**config.mk**
```make
export PLATFORM = sky130hd
export DESIGN_NAME = mini_core_tile
export DESIGN_NICKNAME = d
export VERILOG_FILES = /design/src/hdl/common_pkg.sv /design/src/hdl/mini_core_tile.sv /design/src/hdl/tile_xbar.sv /design/src/hdl/tile_in_fifo.sv
export SDC_FILE = /design/constraint.sdc
export NUM_CORES = 2
export LEC_CHECK = 0
export BUFFER_PORTS_ARGS = -buffer_cell sky130_fd_sc_hd__buf_2
export CAP_MARGIN = 20
export CELL_PAD_IN_SITES_DETAIL_PLACEMENT = 1
export CELL_PAD_IN_SITES_GLOBAL_PLACEMENT = 1
export CORE_ASPECT_RATIO = 0.9
export CORE_UTILIZATION = 30
export DETAILED_ROUTE_END_ITERATION = 8
export PLACE_DENSITY_LB_ADDON = 0.1
export SLEW_MARGIN = 20
export SYNTH_ARGS = -nofsm -noshare
export SYNTH_HDL_FRONTEND = slang
export SYNTH_SLANG_ARGS = --single-unit
```
**constraint.sdc**
```tcl
create_clock -name clk -period 9.2 [get_ports clk]
set_input_delay 0.46 -clock clk [delete_from_list [all_inputs] [get_ports clk]]
set_output_delay 0.46 -clock clk [all_outputs]
set_load 0.05 [all_outputs]
```
**src/hdl/common_pkg.sv**
```systemverilog
// fabric shared types
`default_nettype none

package common_pkg;

    // valid grid coordinates run from GRID_MIN to GRID_MAX
    localparam int GRID_MIN = 1;
    localparam int GRID_MAX = 3;

    // router ports per tile
    localparam int NUM_DIRS = 5;

    // tile coordinate
    // row 1 is the top row and column 1 the left column
    typedef struct packed {
        logic [3:0] col;
        logic [3:0] row;
    } t_tile_id;

    // one transaction on a link, 56 bits in all
    typedef struct packed {
        t_tile_id    target;
        t_tile_id    origin;
        logic [7:0]  seq;
        logic [31:0] data;
    } t_tile_trans;

    // level driven back by the receiver of a link
    typedef struct packed {
        logic ready;
    } t_fab_ready;

    // port index inside a tile
    typedef enum logic [2:0] {
        LOCAL = 3'd0,
        NORTH = 3'd1,
        EAST  = 3'd2,
        SOUTH = 3'd3,
        WEST  = 3'd4
    } t_dir;

endpackage

`default_nettype wire
```
**src/hdl/mini_core_tile.sv**
```systemverilog
// mesh router tile
`timescale 1ns/100ps
`default_nettype none

module mini_core_tile #(
    parameter int FIFO_DEPTH = 4
) (
    input  logic                    clk,
    input  logic                    reset,
    input  common_pkg::t_tile_id    local_tile_id,
    // north
    input  logic                    in_north_req_valid,
    input  common_pkg::t_tile_trans in_north_req,
    output common_pkg::t_fab_ready  in_north_ready,
    output logic                    out_north_req_valid,
    output common_pkg::t_tile_trans out_north_req,
    input  common_pkg::t_fab_ready  out_north_ready,
    // east
    input  logic                    in_east_req_valid,
    input  common_pkg::t_tile_trans in_east_req,
    output common_pkg::t_fab_ready  in_east_ready,
    output logic                    out_east_req_valid,
    output common_pkg::t_tile_trans out_east_req,
    input  common_pkg::t_fab_ready  out_east_ready,
    // south
    input  logic                    in_south_req_valid,
    input  common_pkg::t_tile_trans in_south_req,
    output common_pkg::t_fab_ready  in_south_ready,
    output logic                    out_south_req_valid,
    output common_pkg::t_tile_trans out_south_req,
    input  common_pkg::t_fab_ready  out_south_ready,
    // west
    input  logic                    in_west_req_valid,
    input  common_pkg::t_tile_trans in_west_req,
    output common_pkg::t_fab_ready  in_west_ready,
    output logic                    out_west_req_valid,
    output common_pkg::t_tile_trans out_west_req,
    input  common_pkg::t_fab_ready  out_west_ready,
    // core port
    input  logic                    in_local_req_valid,
    input  common_pkg::t_tile_trans in_local_req,
    output common_pkg::t_fab_ready  in_local_ready,
    output logic                    out_local_req_valid,
    output common_pkg::t_tile_trans out_local_req,
    input  common_pkg::t_fab_ready  out_local_ready
);
    localparam int N = common_pkg::NUM_DIRS;

    logic                    [N-1:0] in_valid;
    common_pkg::t_tile_trans [N-1:0] in_trans;
    common_pkg::t_fab_ready  [N-1:0] in_ready;
    logic                    [N-1:0] head_valid;
    common_pkg::t_tile_trans [N-1:0] head_trans;
    logic                    [N-1:0] pop;
    logic                    [N-1:0] out_valid;
    common_pkg::t_tile_trans [N-1:0] out_trans;
    common_pkg::t_fab_ready  [N-1:0] out_ready;

    // concatenations run WEST down to LOCAL, matching t_dir
    assign in_valid = {in_west_req_valid, in_south_req_valid, in_east_req_valid,
                       in_north_req_valid, in_local_req_valid};
    assign in_trans = {in_west_req, in_south_req, in_east_req, in_north_req, in_local_req};
    assign out_ready = {out_west_ready, out_south_ready, out_east_ready,
                        out_north_ready, out_local_ready};
    assign {in_west_ready, in_south_ready, in_east_ready, in_north_ready, in_local_ready} =
        in_ready;
    assign {out_west_req_valid, out_south_req_valid, out_east_req_valid,
            out_north_req_valid, out_local_req_valid} = out_valid;
    assign {out_west_req, out_south_req, out_east_req, out_north_req, out_local_req} =
        out_trans;

    for (genvar d = 0; d < N; d++) begin : g_queue
        tile_in_fifo #(
            .FIFO_DEPTH (FIFO_DEPTH)
        ) tile_in_fifo_inst (
            .clk        (clk),
            .reset      (reset),
            .in_valid   (in_valid[d]),
            .in_trans   (in_trans[d]),
            .in_ready   (in_ready[d]),
            .head_valid (head_valid[d]),
            .head_trans (head_trans[d]),
            .pop        (pop[d])
        );
    end

    tile_xbar tile_xbar_inst (
        .clk           (clk),
        .reset         (reset),
        .local_tile_id (local_tile_id),
        .head_valid    (head_valid),
        .head_trans    (head_trans),
        .pop           (pop),
        .out_valid     (out_valid),
        .out_trans     (out_trans),
        .out_ready     (out_ready)
    );

endmodule

`default_nettype wire

```
**src/hdl/tile_xbar.sv**
```systemverilog
// router crossbar and output arbiters
`timescale 1ns/100ps
`default_nettype none

module tile_xbar (
    input  logic                                               clk,
    input  logic                                               reset,
    input  common_pkg::t_tile_id                               local_tile_id,
    input  logic                    [common_pkg::NUM_DIRS-1:0] head_valid,
    input  common_pkg::t_tile_trans [common_pkg::NUM_DIRS-1:0] head_trans,
    output logic                    [common_pkg::NUM_DIRS-1:0] pop,
    output logic                    [common_pkg::NUM_DIRS-1:0] out_valid,
    output common_pkg::t_tile_trans [common_pkg::NUM_DIRS-1:0] out_trans,
    input  common_pkg::t_fab_ready  [common_pkg::NUM_DIRS-1:0] out_ready
);
    localparam int N     = common_pkg::NUM_DIRS;
    localparam int DIR_W = $clog2(N);

    common_pkg::t_dir         route_dir [N];
    // request matrix, [output][input]
    logic [N-1:0][N-1:0]      req;
    logic [N-1:0]             load_ok;
    logic [N-1:0]             win_any;
    logic [N-1:0][DIR_W-1:0]  win_idx;
    logic [N-1:0][DIR_W-1:0]  rr_ptr;

    // dimension order, column first and then row
    function automatic common_pkg::t_dir route_of(
        input common_pkg::t_tile_id target,
        input common_pkg::t_tile_id own
    );
        if (target.col > own.col) begin
            return common_pkg::EAST;
        end else if (target.col < own.col) begin
            return common_pkg::WEST;
        end else if (target.row > own.row) begin
            return common_pkg::SOUTH;
        end else if (target.row < own.row) begin
            return common_pkg::NORTH;
        end
        return common_pkg::LOCAL;
    endfunction

    always_comb begin : route_req
        for (int i = 0; i < N; i++) begin
            route_dir[i] = route_of(head_trans[i].target, local_tile_id);
        end
        for (int o = 0; o < N; o++) begin
            for (int i = 0; i < N; i++) begin
                req[o][i] = head_valid[i] && (int'(route_dir[i]) == o);
            end
        end
    end

    always_comb begin : arbitrate
        int idx;
        win_any = '0;
        win_idx = '0;
        pop     = '0;
        for (int o = 0; o < N; o++) begin
            // register is free or drains on this edge
            load_ok[o] = !out_valid[o] || out_ready[o].ready;
            // walk backwards so the input nearest the pointer wins last
            for (int k = N - 1; k >= 0; k--) begin
                idx = int'(rr_ptr[o]) + k;
                if (idx >= N) begin
                    idx = idx - N;
                end
                if (req[o][idx]) begin
                    win_any[o] = 1'b1;
                    win_idx[o] = DIR_W'(idx);
                end
            end
        end
        for (int o = 0; o < N; o++) begin
            if (win_any[o] && load_ok[o]) begin
                pop[win_idx[o]] = 1'b1;
            end
        end
    end

    always_ff @(posedge clk) begin : out_ctrl
        if (reset) begin
            out_valid <= '0;
            for (int o = 0; o < N; o++) begin
                rr_ptr[o] <= DIR_W'(common_pkg::LOCAL);
            end
        end else begin
            for (int o = 0; o < N; o++) begin
                if (load_ok[o]) begin
                    out_valid[o] <= win_any[o];
                end
                // priority moves to the input after the winner
                if (load_ok[o] && win_any[o]) begin
                    rr_ptr[o] <= (win_idx[o] == DIR_W'(N - 1)) ? '0 : win_idx[o] + 1'b1;
                end
            end
        end
    end

    always_ff @(posedge clk) begin : out_data
        for (int o = 0; o < N; o++) begin
            if (load_ok[o] && win_any[o]) begin
                out_trans[o] <= head_trans[win_idx[o]];
            end
        end
    end

endmodule

`default_nettype wire

```
**src/hdl/tile_in_fifo.sv**
```systemverilog
// router input queue
`timescale 1ns/100ps
`default_nettype none

module tile_in_fifo #(
    parameter int FIFO_DEPTH = 4
) (
    input  logic                    clk,
    input  logic                    reset,
    input  logic                    in_valid,
    input  common_pkg::t_tile_trans in_trans,
    output common_pkg::t_fab_ready  in_ready,
    output logic                    head_valid,
    output common_pkg::t_tile_trans head_trans,
    input  logic                    pop
);
    localparam int PTR_W = $clog2(FIFO_DEPTH);
    localparam int CNT_W = $clog2(FIFO_DEPTH + 1);

    common_pkg::t_tile_trans mem [FIFO_DEPTH];
    logic [PTR_W-1:0]        wr_ptr;
    logic [PTR_W-1:0]        rd_ptr;
    logic [CNT_W-1:0]        count;
    logic                    push;
    logic                    drain;

    // wraps at FIFO_DEPTH, which need not be a power of two
    function automatic logic [PTR_W-1:0] next_ptr(input logic [PTR_W-1:0] ptr);
        return (ptr == PTR_W'(FIFO_DEPTH - 1)) ? '0 : ptr + 1'b1;
    endfunction

    // ready only looks at our own fill level
    assign in_ready   = '{ready: (count != CNT_W'(FIFO_DEPTH))};
    assign push       = in_valid && in_ready.ready;
    assign drain      = pop && head_valid;
    assign head_valid = (count != '0);
    assign head_trans = mem[rd_ptr];

    always_ff @(posedge clk) begin
        if (reset) begin
            wr_ptr <= '0;
            rd_ptr <= '0;
            count  <= '0;
        end else begin
            if (push) begin
                wr_ptr <= next_ptr(wr_ptr);
            end
            if (drain) begin
                rd_ptr <= next_ptr(rd_ptr);
            end
            // push and drain together leave the count unchanged
            case ({push, drain})
                2'b10:   count <= count + 1'b1;
                2'b01:   count <= count - 1'b1;
                default: count <= count;
            endcase
        end
    end

    always_ff @(posedge clk) begin
        if (push) begin
            mem[wr_ptr] <= in_trans;
        end
    end

endmodule

`default_nettype wire

```
# After elaboration in Yosys (flattened, before gate mapping)
# Memory sizes are Yosys's and may differ from the RTL's. A register that Yosys moved wholly into a read port is not among the register bits.
# Cells that the tools add are included.
# Widths: inputs -> output; s select.
dict set report totals {
  ff_bits 335
  latch_bits 0
  ram_bits 1120
  romBits 0
  input_bits 300
  out_inout_bits 290
  elab_cells 594
  mem_count 5
}
# memory words width read_ports rd_ports_with_merged_regs wr line
set mem_list {}
lappend mem_list {{g_queue[0].tile_in_fifo_inst.mem} 4 56 1 1 1 tile_in_fifo.sv:20} ;# common_pkg::t_tile_trans mem [FIFO_DEPTH];
lappend mem_list {{g_queue[1].tile_in_fifo_inst.mem} 4 56 1 1 1 tile_in_fifo.sv:20}
lappend mem_list {{g_queue[2].tile_in_fifo_inst.mem} 4 56 1 1 1 tile_in_fifo.sv:20}
lappend mem_list {{g_queue[3].tile_in_fifo_inst.mem} 4 56 1 1 1 tile_in_fifo.sv:20}
lappend mem_list {{g_queue[4].tile_in_fifo_inst.mem} 4 56 1 1 1 tile_in_fifo.sv:20}
dict set report op_classes {
  addsub 70
  multipliers 0
  n_div 0
  magnitude_cmp 80
  n_eq_ne 50
  shift 0
  n_mux 260
  bitwise 4
  n_reduce_logical 70
}
# operator count
set op_table {}
lappend op_table {{$bmux 56 s3} 5}
lappend op_table {{$lt 32x5->1 const B} 25}
lappend op_table {{$mux 32} 25}
lappend op_table {{$ge 32x4->1 const B} 20}
lappend op_table {{$sub 32x4->32 const B} 20}
lappend op_table {{$mux 56} 5}
lappend op_table {{$mux 3} 55}
lappend op_table {{$mux 1} 110}
lappend op_table {{$bmux 1 s3} 25}
lappend op_table {{$eq 3x3->1 const B} 20}
lappend op_table {{$logic_and 1x1->1} 45}
lappend op_table {{$add 3x2->4 const B} 10}
lappend op_table {{$gt 4x4->1} 10}
lappend op_table {{$lt 4x4->1} 10}
lappend op_table {{$mux 2} 20}
lappend op_table {{$add 3x1->3 const B} 10}
lappend op_table {{$eq 2x2->1 const B} 15}
lappend op_table {{$pmux 3 s2} 5}
lappend op_table {{$mux 5} 5}
lappend op_table {{$add 2x1->2 const B} 10}
lappend op_table {{$add 3x1->4 const B} 5}
lappend op_table {{$add 3x3->4 const B} 5}
lappend op_table {{$lt 3x4->1 const B} 5}
lappend op_table {{$or 5x5->5} 4}
lappend op_table {{13 further kinds} 65}

# Logic depth before layout (Yosys ltp)
dict set report logic_depth {
  word_depth 32
  depth_mapped 25
  depth_no_buf 22
}

# Hierarchy
# From an unflattened synthesis, not the netlist that was laid out.
dict set report hier_totals {
  hier_cells 4610
  area_unflattened_um2 69759.4
}
# mod n_inst cells_each area_per_inst_um2 seq_area_each_um2
set by_module_without_submodules {}
lappend by_module_without_submodules {tile_in_fifo 5 344 8573.2 6906.6}
lappend by_module_without_submodules {tile_xbar 1 2890 26893.3 8808.4}

# Worst setup path after synthesis
# Ideal clock, no wire load.
dict set report synth_path {
  path_type {reg2reg}
  start {register (tool-made name)}
  end {register g_queue[3].tile_in_fifo_inst.count[2]}
  setup_ns 0.070
  arrival_ns 7.175
  t_required_ns 9.130
  slack_ns 1.955
  stages_incl_launch_ff 23
  n_path_buf 2
  period_less_slack_ns 7.245
  cell_sequence {dfxtp_1 > clkbuf_1 > buf_1 > mux4_2 > inv_1 > ha_1 > and4_1 > o311ai_1 > a211oi_2 > o31ai_1 > o32a_1 > o21a_1 > a32oi_2 > inv_1 > o32ai_1 > nor4_4 > inv_1 > ha_1 > inv_1 > fa_1 > xor2_1 > or3_1 > a21oi_1}
}
# element line
set synth_rtl {}
lappend synth_rtl {{end signal, assigned} tile_in_fifo.sv:53} ;# 2'b10: count <= count + 1'b1;
lappend synth_rtl {{end signal, assigned} tile_in_fifo.sv:54} ;# 2'b01: count <= count - 1'b1;
lappend synth_rtl {{end signal, assigned} tile_in_fifo.sv:55} ;# default: count <= count;
lappend synth_rtl {{end, declared} tile_in_fifo.sv:23} ;# logic [CNT_W-1:0] count;

==> impl_metrics.csv <==
group,metric,value,unit
outcome,status,"finished, final reports clean",
worst_setup_path,setup.worst_path.end_class,"flip-flop",
grt,grt_overflow,0,
drt,routedWlPerCell,34.5,um
finish,drive_above_1_share,24.3,%
worst_setup_path,crit_path_start_kind,"flip-flop",
timing,fin_crit,7.02,ns
worst_setup_path,max_stage_delay,0.82,ns
yosys,synthTopCellsByCount,"edfxtp_1, mux2i_1, nand2_1",
timing,finalCritPeriodShare,76.3,%
worst_hold_path,hold_end,"tile_xbar_inst.out_valid[0]$_SDFFE_PP0N_",
drt,vias_per_cell,5.53,
drt,drc,0,
worst_setup_path,crit_buf_inv,3,
clock_network,cts_made_buffers,166,
floorplanning,fp.dieH,456,um
worst_hold_path,holdCritPathClass,"input pin to flip-flop",
placement,portBuffers,589,
clock_network,cts_root_buffer,"clkbuf_16",
drt,routed-via-count,47000,
floorplanning,dieArea,231000,sq um
yosys,yosysSeqAreaShare,63.1,%
finish,multi_input_area,24000,sq um
worst_setup_path,r2r_end,"g_queue[3].tile_in_fifo_inst.count[2]$_SDFFE_PP0P_",
grt,grt_max_degree,113,
yosys,ys.flop_type,"edfxtp_1",
clock_network,cts_buffer_depth,3,
placement,dpl.cell_count,7891,
clock_network,insertion_delay,0.86,ns
yosys,synthTopCellsByArea,"edfxtp_1, mux4_2, mux2i_1, ha_1, o221ai_1",
grt,grt_usage,25.0,%
grt,grt_first_pass_wirelength,401000,um
worst_setup_path,worstPathRequired,9.94,ns
finish,syn_to_final_growth,21.5,%
worst_setup_path,crit_type,"flip-flop to flip-flop",
floorplanning,fp.dieW,506,um
timing,skew,0.0610,ns
clock_network,clk_pin_slew,0.06,ns
timing,tightestPinTransition,1.39,ns
timing,rsz0062_at_grt,"no",
flow_run,max-cap-violations,0,
yosys,postSynth.asyncResetShare,0,%
timing,hold_viol,0,
worst_setup_path,r2r_cells,20,
worst_hold_path,hp-start,"out_local_ready",
worst_setup_path,crit_arrival,7.77,ns
yosys,syn_nets,4900,
worst_setup_path,worstPathCellList,"mux4_2 -> ha_1 -> a21oi_1 -> a311oi_4 -> nand3_1 -> a2111oi_0 -> nor3_1 -> o21ai_0 -> nand2b_1 -> nand2_1 -> clkinv_2 -> nor2_1 -> nor4_4 -> inv_1 -> ha_1 -> inv_1 -> fa_1 -> xor2_1 -> or3_1 -> a21oi_1",
yosys,synth.distinct_cells,110,
worst_setup_path,crit_family,"compound AO/OA/AOI/OAI gates",
worst_setup_path,slowest_stage,"dfxtp_4",
yosys,synth_most_common_cell,"edfxtp_1",
placement,gp_congestion,0.874,
drt,drtIter0Drc,4904,
timing,finalWorstSetupSlack,2.18,ns
yosys,netlist_area,68700,sq um
grt,grt_pass1_vias,46800,
yosys,synth_edf_count,1400,
floorplanning,core,227000,sq um
timing,whs,0.0578,ns
yosys,avgSynthCellArea,15.4,sq um
yosys,yosys.area.top_type,"edfxtp_1",
placement,dp_hpwl,210000,um
worst_setup_path,r2r_slack,2.18,ns
yosys,netlist.area_leader.share,61.2,%
clock_network,h-tree-depth,4,
yosys,ys_warn_count,0,
yosys,ys_ff_latch,1465,
clock_network,cts_tree,"built",
finish,finalNonFillerCells,8496,
clock_network,cts.sinks,1465,
timing,timing.fmax,0.142,GHz
floorplanning,io_pins,590,
drt,firstDrtPassIters,6,
timing,slew_viol_final,0,
drt,wl,293000,um
finish,num-fill-cells,23400,
placement,preCtsSetupSlack,2.23,ns
yosys,synthCells,4458,
timing,setup_viol,0,
drt,postRouteAntennaNets,0,
worst_setup_path,cp_max_fo,30,
finish,nets,5758,
timing,slew_headroom,7.42,%
floorplanning,rows,166,
grt,antenna_found_initial,67,
worst_hold_path,hold_depth,4,
floorplanning,initial_utilization,30.2,%
finish,ff_latch_area,43400,sq um
timing,tns,0,ns
## cells in the final DEF (no fill, tap or decap), drive strengths merged, types with 84 or more instances in the layout
cell / instances
a211oi: 84
a21oi: 178
and3: 88
buf: 677
clkbuf: 217
dlygate4sd3: 281
edfxtp: 1400
ha: 132
inv: 102
mux2i: 479
mux4: 280
nand2: 286
nor2: 181
o21ai: 96
o221ai: 172
## worst max-delay path by stage
stage,cells past startpoint,slack [ns],to
finish,20,2.18,g_queue[3].tile_in_fifo_inst.count[2]$_SDFFE_PP0P_
global route,20,1.71,g_queue[3].tile_in_fifo_inst.count[2]$_SDFFE_PP0P_
CTS,20,2.20,g_queue[3].tile_in_fifo_inst.count[2]$_SDFFE_PP0P_
detailed placement,20,2.23,g_queue[3].tile_in_fifo_inst.count[2]$_SDFFE_PP0P_
global placement,21,2.27,g_queue[3].tile_in_fifo_inst.count[2]$_SDFFE_PP0P_
floorplan,22,1.96,g_queue[3].tile_in_fifo_inst.count[2]$_SDFFE_PP0P_
## tightest hold or removal path: cells and delay by family
kind | cells | cell delay [ns]
AOI/OAI and AO/OA | 1 | 0.10
buffers and inverters | 2 | 0.16
and+or+nand+nor | 1 | 0.08
## cell type report
type | count | share of cell area, %
Inverter | 104 | 0.492
Clock buffer | 217 | 5.26
Antenna cell | 20 | 0.0600
Sequential cell | 1465 | 52.0
Clock inverter | 87 | 1.16
Multi-Input combinational cell | 2621 | 28.8
Timing Repair Buffer | 958 | 7.75
Tap cell | 3024 | 4.53
## layer usage
| metal | global-route usage (%) | wire length (um) |
|---|---|---|
| met2 | 36.9 | 128000 |
| met1 | 36.8 | 137000 |
| met4 | 9.26 | 11800 |
| met5 | 0 | 225 |
| met3 | 3.96 | 17000 |
## state kept, by name (all words and copies together), names as in the netlist, named ones only
name,flops
tile_xbar_inst.out_trans,280
tile_xbar_inst.out_valid,5
g_queue.tile_in_fifo_inst.count,15
g_queue.tile_in_fifo_inst.mem,1120
tile_xbar_inst.rr_ptr,15
g_queue.tile_in_fifo_inst.wr_ptr,10
g_queue.tile_in_fifo_inst.rd_ptr,10
## stage by stage
stage	cell area (sq um)	utilization, %
3_5_place_dp	75200	33.1
4_1_cts	83400	36.7
2_1_floorplan	68700	-
6_report	83400	36.7
5_1_grt	83400	36.7
3_3_place_gp	75200	33.1
## what timing repair did
item,4_1_cts,5_1_grt
setup buffers,0,0
gates resized for setup,0,0
hold buffers,281,0
hold endpoints to repair,1118,0
## logic make-up after synthesis
family                   after synthesis  synth area share (%)
flip-flops                          1465                  63.1
AO/OA/AOI/OAI                        844                  9.06
AND/OR/NAND/NOR                      826                  5.90
multiplexers                         777                  16.5
buffers and inverters                372                  2.36
adder cells (fa/ha/maj)              142                  2.70
XOR/XNOR                              32                 0.408
Power is not shown: default switching activity piles up to over one toggle a cycle in this logic, so the estimate is an artifact.
